### config.mk
export PLATFORM = sky130hd
export DESIGN_NAME = core_top
export DESIGN_NICKNAME = d
export VERILOG_FILES = /design/src/design/core_pkg.sv /design/src/design/core_icache.sv /design/src/design/core_idu.sv /design/src/design/core_regfile.sv /design/src/design/core_exu.sv /design/src/design/core_lsu.sv /design/src/design/core_pcu.sv /design/src/design/core_top.sv
export SDC_FILE = /design/constraint.sdc
export NUM_CORES = 2
export LEC_CHECK = 0
export ABC_CLOCK_PERIOD_IN_PS = 14400
export BUFFER_PORTS_ARGS = -buffer_cell sky130_fd_sc_hd__buf_4
export CORE_MARGIN = 2
export CORE_UTILIZATION = 30
export DETAILED_ROUTE_END_ITERATION = 10
export HOLD_SLACK_MARGIN = 0.08
export PLACE_DENSITY = 0.45
export SYNTH_ARGS = -nofsm -noshare
export SYNTH_HDL_FRONTEND = slang
export SYNTH_SLANG_ARGS = --single-unit
### constraint.sdc
create_clock -name clock -period 14.4 [get_ports clock]
set_input_delay 2.88 -clock clock [delete_from_list [all_inputs] [get_ports clock]]
set_output_delay 2.88 -clock clock [all_outputs]
set_load 0.01 [all_outputs]
### src/design/core_pkg.sv
`default_nettype none

package core_pkg;

    // ======================================================================
    // basic types
    // ======================================================================

    typedef logic [31:0] xlen_t;
    typedef logic [3:0]  reg_idx_t;  // rv32e has sixteen registers

    localparam xlen_t RESET_PC = 32'h0000_0000;

    typedef enum logic [6:0] {
        OP     = 7'b0110011,
        OP_IMM = 7'b0010011,
        LUI    = 7'b0110111,
        LOAD   = 7'b0000011,
        STORE  = 7'b0100011,
        BRANCH = 7'b1100011,
        JAL    = 7'b1101111,
        SYSTEM = 7'b1110011
    } opcode_e;

    // ======================================================================
    // instruction word views
    // ======================================================================

    typedef struct packed {
        logic [6:0] funct7;
        logic [4:0] rs2;
        logic [4:0] rs1;
        logic [2:0] funct3;
        logic [4:0] rd;
        logic [6:0] opcode;
    } r_fmt_t;

    typedef struct packed {
        logic [11:0] imm;
        logic [4:0]  rs1;
        logic [2:0]  funct3;
        logic [4:0]  rd;
        logic [6:0]  opcode;
    } i_fmt_t;

    typedef struct packed {
        logic [6:0] imm_hi;
        logic [4:0] rs2;
        logic [4:0] rs1;
        logic [2:0] funct3;
        logic [4:0] imm_lo;
        logic [6:0] opcode;
    } s_fmt_t;

    typedef struct packed {
        logic       imm_12;
        logic [5:0] imm_10_5;
        logic [4:0] rs2;
        logic [4:0] rs1;
        logic [2:0] funct3;
        logic [3:0] imm_4_1;
        logic       imm_11;
        logic [6:0] opcode;
    } b_fmt_t;

    typedef union packed {
        r_fmt_t r_fmt;
        i_fmt_t i_fmt;
        s_fmt_t s_fmt;
        b_fmt_t b_fmt;
    } inst_u;

    // ======================================================================
    // control, memory port and retire records
    // ======================================================================

    typedef enum logic [1:0] {ADD, SUB, PASS_B} alu_op_e;

    typedef struct packed {
        alu_op_e alu_op;
        logic    use_imm;
        logic    reg_write;
        logic    mem_read;
        logic    mem_write;
        logic    is_branch;
        logic    branch_ne;
        logic    is_jal;
        logic    halt;
        logic    illegal;
    } ctrl_t;

    typedef struct packed {
        xlen_t      addr;
        xlen_t      wdata;
        logic       write;
        logic [3:0] wstrb;
    } mem_req_t;

    typedef struct packed {
        xlen_t rdata;
    } mem_rsp_t;

    typedef struct packed {
        xlen_t    pc;
        xlen_t    inst;
        reg_idx_t rd;
        xlen_t    wdata;
        logic     reg_write;
    } retire_t;

    typedef enum logic [1:0] {FETCH, EXEC, MEM, HALT} core_state_e;

endpackage

`default_nettype wire

### src/design/core_icache.sv
`timescale 1ns/1ns
`default_nettype none

module core_icache import core_pkg::*; #(
    parameter int ICACHE_LINES = 16
) (
    input  logic  clock,
    input  logic  rst_n,
    input  logic  fetch_start,
    input  xlen_t pc,
    output logic  fetch_done,
    output inst_u inst,
    output logic  refill_start,
    output xlen_t refill_addr,
    input  logic  refill_done,
    input  xlen_t refill_data
);

    localparam int IDX_W = $clog2(ICACHE_LINES);
    localparam int TAG_W = 32 - IDX_W - 2;

    logic [ICACHE_LINES-1:0] valid_q;
    logic [TAG_W-1:0]        tag_q [ICACHE_LINES];
    xlen_t                   data_q [ICACHE_LINES];
    logic [IDX_W-1:0]        idx;
    logic [IDX_W-1:0]        fill_idx;
    logic                    hit;
    logic                    hit_q;
    xlen_t                   word_q;

    assign idx      = pc[IDX_W+1:2];
    assign fill_idx = refill_addr[IDX_W+1:2];  // missed address is kept until the fill
    assign hit      = valid_q[idx] && (tag_q[idx] == pc[31:IDX_W+2]);

    always_ff @(posedge clock) begin
        if (!rst_n) begin
            valid_q      <= '0;
            hit_q        <= 1'b0;
            refill_start <= 1'b0;
        end else begin
            hit_q        <= fetch_start && hit;
            refill_start <= fetch_start && !hit;
            if (refill_done) valid_q[fill_idx] <= 1'b1;
        end
    end

    always_ff @(posedge clock) begin
        if (fetch_start) begin
            word_q      <= data_q[idx];
            refill_addr <= pc;
        end
        if (refill_done) begin
            tag_q[fill_idx]  <= refill_addr[31:IDX_W+2];
            data_q[fill_idx] <= refill_data;
            word_q           <= refill_data;  // holds the word through exec and mem
        end
    end

    assign fetch_done = hit_q || refill_done;
    assign inst       = refill_done ? refill_data : word_q;

endmodule

`default_nettype wire

### src/design/core_idu.sv
`timescale 1ns/1ns
`default_nettype none

module core_idu import core_pkg::*; (
    input  inst_u    inst,
    output ctrl_t    ctrl,
    output xlen_t    imm,
    output reg_idx_t rs1,
    output reg_idx_t rs2,
    output reg_idx_t rd
);

    logic [2:0] funct3;
    logic [6:0] funct7;

    assign funct3 = inst.r_fmt.funct3;
    assign funct7 = inst.r_fmt.funct7;
    assign rs1    = inst.r_fmt.rs1[3:0];  // bit 4 lies outside the rv32e register file
    assign rs2    = inst.r_fmt.rs2[3:0];
    assign rd     = inst.r_fmt.rd[3:0];

    always_comb begin
        ctrl        = '0;
        ctrl.alu_op = ADD;
        imm         = '0;
        case (inst.r_fmt.opcode)
            OP: begin
                ctrl.illegal   = (funct3 != 3'b000) || (funct7 != 7'h00 && funct7 != 7'h20);
                ctrl.alu_op    = funct7[5] ? SUB : ADD;
                ctrl.reg_write = !ctrl.illegal;
            end
            OP_IMM: begin  // addi is the only immediate op
                imm            = {{20{inst.i_fmt.imm[11]}}, inst.i_fmt.imm};
                ctrl.use_imm   = 1'b1;
                ctrl.illegal   = funct3 != 3'b000;
                ctrl.reg_write = !ctrl.illegal;
            end
            LUI: begin
                imm            = {funct7, inst.r_fmt.rs2, inst.r_fmt.rs1, funct3, 12'h000};
                ctrl.use_imm   = 1'b1;
                ctrl.alu_op    = PASS_B;
                ctrl.reg_write = 1'b1;
            end
            LOAD: begin
                imm            = {{20{inst.i_fmt.imm[11]}}, inst.i_fmt.imm};
                ctrl.use_imm   = 1'b1;
                ctrl.illegal   = funct3 != 3'b010;  // word access only
                ctrl.mem_read  = !ctrl.illegal;
                ctrl.reg_write = !ctrl.illegal;
            end
            STORE: begin
                imm = {{20{inst.s_fmt.imm_hi[6]}}, inst.s_fmt.imm_hi, inst.s_fmt.imm_lo};
                ctrl.use_imm   = 1'b1;
                ctrl.illegal   = funct3 != 3'b010;
                ctrl.mem_write = !ctrl.illegal;
            end
            BRANCH: begin
                imm = {{19{inst.b_fmt.imm_12}}, inst.b_fmt.imm_12, inst.b_fmt.imm_11,
                       inst.b_fmt.imm_10_5, inst.b_fmt.imm_4_1, 1'b0};
                ctrl.illegal   = funct3[2:1] != 2'b00;  // beq and bne
                ctrl.is_branch = !ctrl.illegal;
                ctrl.branch_ne = funct3[0];
            end
            JAL: begin
                imm = {{12{funct7[6]}}, inst.r_fmt.rs1, funct3, inst.r_fmt.rs2[0],
                       funct7[5:0], inst.r_fmt.rs2[4:1], 1'b0};
                ctrl.is_jal    = 1'b1;
                ctrl.reg_write = 1'b1;
            end
            SYSTEM: begin
                ctrl.illegal = inst != 32'h0010_0073;  // ebreak
                ctrl.halt    = !ctrl.illegal;
            end
            default: ctrl.illegal = 1'b1;
        endcase
    end

endmodule

`default_nettype wire

### src/design/core_regfile.sv
`timescale 1ns/1ns
`default_nettype none

module core_regfile import core_pkg::*; (
    input  logic     clock,
    input  logic     rst_n,
    input  logic     wen,
    input  reg_idx_t waddr,
    input  xlen_t    wdata,
    input  reg_idx_t raddr1,
    input  reg_idx_t raddr2,
    output xlen_t    rdata1,
    output xlen_t    rdata2
);

    xlen_t regs_q [16];

    always_ff @(posedge clock) begin
        if (!rst_n) begin
            for (int i = 0; i < 16; i++) begin
                regs_q[i] <= '0;
            end
        end else if (wen && waddr != '0) begin
            regs_q[waddr] <= wdata;
        end
    end

    assign rdata1 = (raddr1 == '0) ? '0 : regs_q[raddr1];
    assign rdata2 = (raddr2 == '0) ? '0 : regs_q[raddr2];

endmodule

`default_nettype wire

### src/design/core_exu.sv
`timescale 1ns/1ns
`default_nettype none

module core_exu import core_pkg::*; (
    input  ctrl_t ctrl,
    input  xlen_t rs1_data,
    input  xlen_t rs2_data,
    input  xlen_t imm,
    output xlen_t result,
    output logic  branch_eq
);

    xlen_t op_b;

    assign op_b = ctrl.use_imm ? imm : rs2_data;

    always_comb begin
        case (ctrl.alu_op)
            ADD:     result = rs1_data + op_b;
            SUB:     result = rs1_data - op_b;
            PASS_B:  result = op_b;  // lui
            default: result = rs1_data + op_b;
        endcase
    end

    // branches compare the registers, never the immediate
    assign branch_eq = rs1_data == rs2_data;

endmodule

`default_nettype wire

### src/design/core_lsu.sv
`timescale 1ns/1ns
`default_nettype none

module core_lsu import core_pkg::*; (
    input  logic     clock,
    input  logic     rst_n,
    input  logic     refill_start,
    input  xlen_t    refill_addr,
    output logic     refill_done,
    output xlen_t    refill_data,
    input  logic     data_start,
    input  ctrl_t    ctrl,
    input  xlen_t    addr,
    input  xlen_t    store_data,
    output logic     data_done,
    output xlen_t    load_data,
    output logic     mem_req_valid,
    output mem_req_t mem_req,
    input  logic     mem_rsp_valid,
    input  mem_rsp_t mem_rsp
);

    logic pending_q;
    logic refill_owner_q;

    // refill and data never start together since the sequencer is in one state
    assign mem_req_valid = refill_start || data_start;

    always_comb begin
        if (refill_start) begin
            mem_req.addr  = refill_addr;
            mem_req.wdata = '0;
            mem_req.write = 1'b0;
            mem_req.wstrb = 4'h0;
        end else begin
            mem_req.addr  = addr;
            mem_req.wdata = store_data;
            mem_req.write = ctrl.mem_write;
            mem_req.wstrb = ctrl.mem_write ? 4'hf : 4'h0;
        end
    end

    always_ff @(posedge clock) begin
        if (!rst_n) begin
            pending_q      <= 1'b0;
            refill_owner_q <= 1'b0;
        end else if (mem_req_valid) begin
            pending_q      <= 1'b1;
            refill_owner_q <= refill_start;
        end else if (mem_rsp_valid) begin
            pending_q <= 1'b0;
        end
    end

    assign refill_done = mem_rsp_valid && pending_q && refill_owner_q;
    assign data_done   = mem_rsp_valid && pending_q && !refill_owner_q;
    assign refill_data = mem_rsp.rdata;
    assign load_data   = mem_rsp.rdata;

endmodule

`default_nettype wire

### src/design/core_pcu.sv
`timescale 1ns/1ns
`default_nettype none

module core_pcu import core_pkg::*; (
    input  logic     clock,
    input  logic     rst_n,
    input  logic     fetch_done,
    input  inst_u    inst,
    input  ctrl_t    ctrl,
    input  xlen_t    imm,
    input  reg_idx_t rd,
    input  xlen_t    alu_result,
    input  logic     branch_eq,
    input  logic     data_done,
    input  xlen_t    load_data,
    output logic     fetch_start,
    output logic     data_start,
    output xlen_t    pc,
    output logic     reg_wen,
    output xlen_t    reg_wdata,
    output logic     retire_valid,
    output retire_t  retire,
    output logic     halted
);

    core_state_e state_q;
    logic        started_q;
    logic        is_mem;
    logic        stop;
    logic        taken;
    xlen_t       pc_plus4;
    xlen_t       pc_next;

    // ======================================================================
    // next pc and write-back
    // ======================================================================

    assign is_mem   = ctrl.mem_read || ctrl.mem_write;
    assign stop     = ctrl.halt || ctrl.illegal;
    assign pc_plus4 = pc + 32'd4;
    assign taken    = ctrl.is_jal || (ctrl.is_branch && (branch_eq ^ ctrl.branch_ne));
    assign pc_next  = taken ? pc + imm : pc_plus4;

    assign reg_wdata = ctrl.mem_read ? load_data : (ctrl.is_jal ? pc_plus4 : alu_result);

    assign data_start   = (state_q == EXEC) && is_mem;
    assign retire_valid = ((state_q == EXEC) && !is_mem) || ((state_q == MEM) && data_done);
    assign reg_wen      = retire_valid && ctrl.reg_write;
    assign halted       = state_q == HALT;

    always_comb begin
        retire.pc        = pc;
        retire.inst      = inst;
        retire.rd        = rd;
        retire.wdata     = reg_wdata;
        retire.reg_write = ctrl.reg_write;
    end

    // ======================================================================
    // sequencer
    // ======================================================================

    always_ff @(posedge clock) begin
        if (!rst_n) begin
            state_q     <= FETCH;
            started_q   <= 1'b0;
            fetch_start <= 1'b0;
            pc          <= RESET_PC;
        end else begin
            started_q   <= 1'b1;
            fetch_start <= !started_q || (retire_valid && !stop);  // first fetch after reset
            if (retire_valid) pc <= pc_next;
            case (state_q)
                FETCH:   if (fetch_done) state_q <= EXEC;
                EXEC:    state_q <= is_mem ? MEM : (stop ? HALT : FETCH);
                MEM:     if (data_done) state_q <= FETCH;
                default: state_q <= HALT;  // only reset leaves halt
            endcase
        end
    end

endmodule

`default_nettype wire

### src/design/core_top.sv
`timescale 1ns/1ns
`default_nettype none

module core_top import core_pkg::*; #(
    parameter int ICACHE_LINES = 16
) (
    input  logic     clock,
    input  logic     rst_n,
    output logic     mem_req_valid,
    output mem_req_t mem_req,
    input  logic     mem_rsp_valid,
    input  mem_rsp_t mem_rsp,
    output logic     retire_valid,
    output retire_t  retire,
    output logic     halted
);

    // ======================================================================
    // fetch path
    // ======================================================================

    logic     fetch_start;
    logic     fetch_done;
    xlen_t    pc;
    inst_u    inst;
    logic     refill_start;
    xlen_t    refill_addr;
    logic     refill_done;
    xlen_t    refill_data;

    // ======================================================================
    // decode, execute and data path
    // ======================================================================

    ctrl_t    ctrl;
    xlen_t    imm;
    reg_idx_t rs1;
    reg_idx_t rs2;
    reg_idx_t rd;
    xlen_t    rs1_data;
    xlen_t    rs2_data;
    logic     reg_wen;
    xlen_t    reg_wdata;
    xlen_t    alu_result;
    logic     branch_eq;
    logic     data_start;
    logic     data_done;
    xlen_t    load_data;

    core_pcu i_pcu (
        .clock        (clock),
        .rst_n        (rst_n),
        .fetch_done   (fetch_done),
        .inst         (inst),
        .ctrl         (ctrl),
        .imm          (imm),
        .rd           (rd),
        .alu_result   (alu_result),
        .branch_eq    (branch_eq),
        .data_done    (data_done),
        .load_data    (load_data),
        .fetch_start  (fetch_start),
        .data_start   (data_start),
        .pc           (pc),
        .reg_wen      (reg_wen),
        .reg_wdata    (reg_wdata),
        .retire_valid (retire_valid),
        .retire       (retire),
        .halted       (halted)
    );

    core_icache #(
        .ICACHE_LINES (ICACHE_LINES)
    ) i_icache (
        .clock        (clock),
        .rst_n        (rst_n),
        .fetch_start  (fetch_start),
        .pc           (pc),
        .fetch_done   (fetch_done),
        .inst         (inst),
        .refill_start (refill_start),
        .refill_addr  (refill_addr),
        .refill_done  (refill_done),
        .refill_data  (refill_data)
    );

    core_idu i_idu (
        .inst (inst),
        .ctrl (ctrl),
        .imm  (imm),
        .rs1  (rs1),
        .rs2  (rs2),
        .rd   (rd)
    );

    core_regfile i_regfile (
        .clock  (clock),
        .rst_n  (rst_n),
        .wen    (reg_wen),
        .waddr  (rd),
        .wdata  (reg_wdata),
        .raddr1 (rs1),
        .raddr2 (rs2),
        .rdata1 (rs1_data),
        .rdata2 (rs2_data)
    );

    core_exu i_exu (
        .ctrl      (ctrl),
        .rs1_data  (rs1_data),
        .rs2_data  (rs2_data),
        .imm       (imm),
        .result    (alu_result),
        .branch_eq (branch_eq)
    );

    core_lsu i_lsu (
        .clock         (clock),
        .rst_n         (rst_n),
        .refill_start  (refill_start),
        .refill_addr   (refill_addr),
        .refill_done   (refill_done),
        .refill_data   (refill_data),
        .data_start    (data_start),
        .ctrl          (ctrl),
        .addr          (alu_result),
        .store_data    (rs2_data),
        .data_done     (data_done),
        .load_data     (load_data),
        .mem_req_valid (mem_req_valid),
        .mem_req       (mem_req),
        .mem_rsp_valid (mem_rsp_valid),
        .mem_rsp       (mem_rsp)
    );

endmodule

`default_nettype wire

==> impl_metrics.csv <==
group,metric,value,unit
finish,final_layout_size_suffix_gt1_share,19.7,%
place,dp.final_hpwl,193,mm
sta,setup_viol_count_final,0,
global_routing,grt_first_pass_wirelength,419,mm
clock_tree,numClockSinks,1533,
floorplanning,die_h,499,µm
logic_synthesis,synth.cell_area,73600,µm²
place,port_bufs,207,
logic_synthesis,syn-instance-count,5596,
place,gp_routability_congestion,0.923,
sta,finalCritPeriodShare,96.3,%
sta,fin_worst_skew,0.0876,ns
routing,drc,0,
clock_tree,clock-root-buffer,"sky130_fd_sc_hd__clkbuf_16",
sta,drv_slew,0,
routing,route.final.wire_length,306,mm
place,worst_setup_timing_slack_at_the_placement_stage,0.495,ns
global_routing,number_of_antenna_violations_at_the_first_check_in_global_routing,13,
logic_synthesis,yosys_register_bits,1533,
min_path,hold-path-cell-count,2,
routing,first_iter_violations,6613,
sta,fin_tns_setup,0,ns
clock_tree,clock_insertion_delay_worst_skew,0.87,ns
sta,report.final.hold_viol_count,0,
critical_path,worst_path_largest_cell_delay,0.65,ns
critical_path,critical_path.reg2reg.startpoint,"i_lsu.refill_owner_q",
routing,post_drt_via_cell_ratio,5.64,
finish,layout-area-overhead-vs-synth,15.8,%
global_routing,grt_remaining_overflow,0,
clock_tree,max-clock-path-buffers,3,
run,drv.max_cap_violation_count,0,
critical_path,crit_fanout,37,
critical_path,ff2ff_path_depth,31,
critical_path,critical_path_buf_inv_count,5,
global_routing,vias_in_the_first_global_route,50500,
critical_path,r2r-end,"i_regfile.regs_q[11][27]",
critical_path,critical_path_at,10.98,ns
power,total_power_draw,10.5,mW
logic_synthesis,synth_nets,5697,
routing,average_wire_per_standard_cell,33.4,µm
sta,grt_setup_unrepaired,"no",
logic_synthesis,ys_seq_area_share,61.8,%
floorplanning,number_of_primary_i_o_pins,208,
clock_tree,cts_setup_buffers,0,
floorplanning,dieWidth,499,µm
run_status,outcome,"completed",
sta,slew_headroom,3.53,%
logic_synthesis,synthArstFlopShare,0,%
logic_synthesis,synth_edf_count,1473,
sta,max_freq,72.1,MHz
power,max-vdd-ir-drop,84.3,µV
routing,drt-pass1-iter-count,8,
critical_path,critical-path-slowest-cell,"sky130_fd_sc_hd__o311ai_1",
routing,antenna_left,0,
logic_synthesis,yosysUniqueCellTypes,100,
critical_path,timing.critical_path.required,11.52,ns
sta,layout_min_cycle_time,13.86,ns
finish,finish.net_count,5922,
floorplanning,core_area,243000,µm²
clock_tree,worst_setup_hold_path_clk_slew,0.06,ns
critical_path,crit_top_cell,"sky130_fd_sc_hd__buf_4",
clock_tree,cts-htree-levels,4,
critical_path,setup.worst_path.class,"primary input to output pin",
clock_tree,tritoncts,"yes",
global_routing,grtUsageTotal,24.0,%
sta,postLayoutSetupSlackWorst,0.539,ns
critical_path,path_delay_family,"simple AND/OR/NAND/NOR gates",
min_path,hold_path_class,"flop to flop",
logic_synthesis,synth_ff_type,"sky130_fd_sc_hd__edfxtp_1",
floorplanning,floorplan.initialDensity,30.2,%
min_path,min_to,"i_icache.valid_q[6]",
power,p_leak,29.6,nW
clock_tree,numCtsBuffers,172,
power,power_per_cell_area,123,nW/µm²
floorplanning,floorplan.rows,181,
critical_path,timing.critical_path.to_type,"output pin",
critical_path,critical_path_cell_list,"buf_4, nand3_4, a21oi_4, buf_4, buf_4, a311oi_1, nor3_1, a21oi_1, or3_1, or4_1, or2_1, nand2_1, xor2_1, ha_1, nand4_1, or2_2, o311ai_1, nand3_1, a31o_2, a2111oi_0, nor3_1, buf_4, o21ai_0, buf_4",
min_path,min-delay-start,"i_icache.valid_q[6]",
routing,routed-via-count,51700,
logic_synthesis,synth.avg_cell_area,13.1,µm²
critical_path,critical_path.startpoint_type,"primary input",
floorplanning,die-area,249000,µm²
critical_path,reg2reg_setup_slack,5.62,ns
sta,measured_slew_at_the_worst_slew_check_pin,1.44,ns
global_routing,pin_count_of_the_biggest_net_entering_global_routing,134,
logic_synthesis,synthesis.yosys.warnings,0,
[worst register-to-register path, delay by kind of cell, from the launching register on]
kind / cells / cell delay (ns)
AND/OR/NAND/NOR: 8 / 2.00
multiplexers: 1 / 0.20
AO/OA/AOI/OAI: 14 / 3.90
adder cells (fa/ha/maj): 2 / 0.48
buffers and inverters: 5 / 1.22
XOR/XNOR: 1 / 0.20
flip-flops: 1 / 0.47
[routing by layer]
metal  share of wire, %  track usage, %  wire length (µm)
met1                 42            32.3            128000
met5              0.029               0                88
met3                7.5            4.24             22900
met2                 45            37.1            138000
met4                5.8            12.5             17900
[synthesized netlist by cell type (25+ instances only)]
library cell / instances / area share, %
sky130_fd_sc_hd__edfxtp_1: 1473 / 60
sky130_fd_sc_hd__nand2_1: 745 / 3.8
sky130_fd_sc_hd__nor2_1: 657 / 3.4
sky130_fd_sc_hd__mux4_2: 314 / 9.6
sky130_fd_sc_hd__clkbuf_1: 231 / 1.2
sky130_fd_sc_hd__mux2i_1: 222 / 3.0
sky130_fd_sc_hd__nand3_1: 219 / 1.5
sky130_fd_sc_hd__o21ai_0: 173 / 1.2
sky130_fd_sc_hd__a21oi_1: 172 / 1.2
sky130_fd_sc_hd__inv_1: 104 / 0.53
sky130_fd_sc_hd__xnor2_1: 90 / 1.1
sky130_fd_sc_hd__xor2_1: 74 / 0.88
sky130_fd_sc_hd__buf_2: 65 / 0.44
sky130_fd_sc_hd__ha_1: 64 / 1.1
sky130_fd_sc_hd__dfxtp_1: 60 / 1.6
sky130_fd_sc_hd__nor3_1: 60 / 0.41
sky130_fd_sc_hd__buf_1: 54 / 0.28
sky130_fd_sc_hd__a31oi_1: 52 / 0.44
sky130_fd_sc_hd__o22ai_1: 50 / 0.43
sky130_fd_sc_hd__a211oi_1: 48 / 0.49
sky130_fd_sc_hd__o211ai_1: 48 / 0.49
sky130_fd_sc_hd__and2_1: 34 / 0.29
sky130_fd_sc_hd__nand4_1: 31 / 0.26
sky130_fd_sc_hd__nand2b_1: 30 / 0.26
sky130_fd_sc_hd__buf_4: 28 / 0.29
sky130_fd_sc_hd__mux2_2: 27 / 0.41
sky130_fd_sc_hd__a311oi_1: 25 / 0.30
sky130_fd_sc_hd__o211a_1: 25 / 0.34
[final cells by class]
class                   count  area (µm²)
clock buffers             219        4540
well taps                3202        4010
multi-input cells        3558       26400
fillers                 23600      158000
clock inverters            91         898
diodes                      8        20.0
inverters                 112         438
flip-flops and latches   1533       45500
repair buffers            444        3410
[registers in the layout, indices dropped and copies added (netlist names), named ones only]
signal                 flops
i_icache.valid_q          16
i_icache.data_q          512
i_icache.hit_q             1
i_icache.refill_start      1
i_pcu.fetch_start          1
i_pcu.state_q              2
i_pcu.pc                  32
i_icache.word_q           32
i_pcu.started_q            1
i_lsu.refill_owner_q       1
i_regfile.regs_q         481
i_icache.tag_q           416
i_icache.refill_addr      32
i_lsu.pending_q            1
[cells in the final DEF, fill, tap and decap left out, drive strengths merged, types with 17 or more instances in the layout]
cell     Yosys  final
a2111oi     17     17
a211oi      51     51
a21o        23     23
a21oi      175    175
a221oi      20     20
a311oi      25     25
a31oi       53     53
a32oi       18     18
and2        35     35
and3        23     23
buf        162    444
clkbuf     231    219
clkinv       2     77
dfxtp       60     60
edfxtp    1473   1473
ha          64     64
inv        110    113
mux2        30     30
mux2i      225    225
mux4       314    314
nand2      746    746
nand2b      30     30
nand3      220    220
nand4       31     31
nor2       667    667
nor2b       22     22
nor3        61     61
nor4        23     23
o211a       25     25
o211ai      48     48
o21ai      185    185
o22ai       50     50
o2bb2ai     18     18
or3         23     23
xnor2       90     90
xor2        74     74
[cell families (layout without fill, tap and decap cells)]
group / after synthesis / after routing / synth area share (%)
adders and majority gates: 66 / 66 / 1.14
xor gates and xnor gates: 165 / 165 / 1.98
and+or+nand+nor: 1937 / 1937 / 11.5
buffers and inverters: 505 / 866 / 2.98
DFF: 1533 / 1533 / 61.8
AOI/OAI and AO/OA: 820 / 820 / 7.45
muxes: 569 / 569 / 13.2
other: 1 / 9 / 0.00510
[repair_timing]
| item | 4_1_cts | 5_1_grt |
|---|---|---|
| endpoints found under the setup margin | 0 | 1 |
| gates resized for setup | 0 | 1 |
| hold buffers | 0 | 0 |
[worst max-delay path by stage]
stage	slack, ns	endpoint	cells past startpoint	from
5_1_grt	0.24	mem_req[67]	27	mem_rsp_valid
3_3_place_gp	0.09	mem_req[67]	27	mem_rsp_valid
3_5_place_dp	0.50	mem_req[67]	24	mem_rsp_valid
6_report	0.54	mem_req[67]	24	mem_rsp_valid
4_1_cts	0.49	mem_req[67]	24	mem_rsp_valid
2_1_floorplan	2.26	retire[28]	32	mem_rsp_valid
[stage by stage]
step,area (µm²),instances,hold WS [ns],utilization (%)
2_1_floorplan,73600,5596,0.435,-
3_3_place_gp,79700,8849,0.445,32.8
3_5_place_dp,79700,8849,0.455,32.8
4_1_cts,85200,9159,0.469,35.0
5_1_grt,85200,9160,0.492,35.0
6_report,85200,9167,0.465,35.0
[report_power, final]
part,switching (mW),leakage (nW),internal [mW],total (mW)
combinational,0.874,12.5,0.342,1.22
clock,1.92,2.62,2.36,4.29
sequential,0.0473,14.4,4.93,4.97
total,2.85,29.6,7.63,10.5
(Power assumes the default switching activity.)
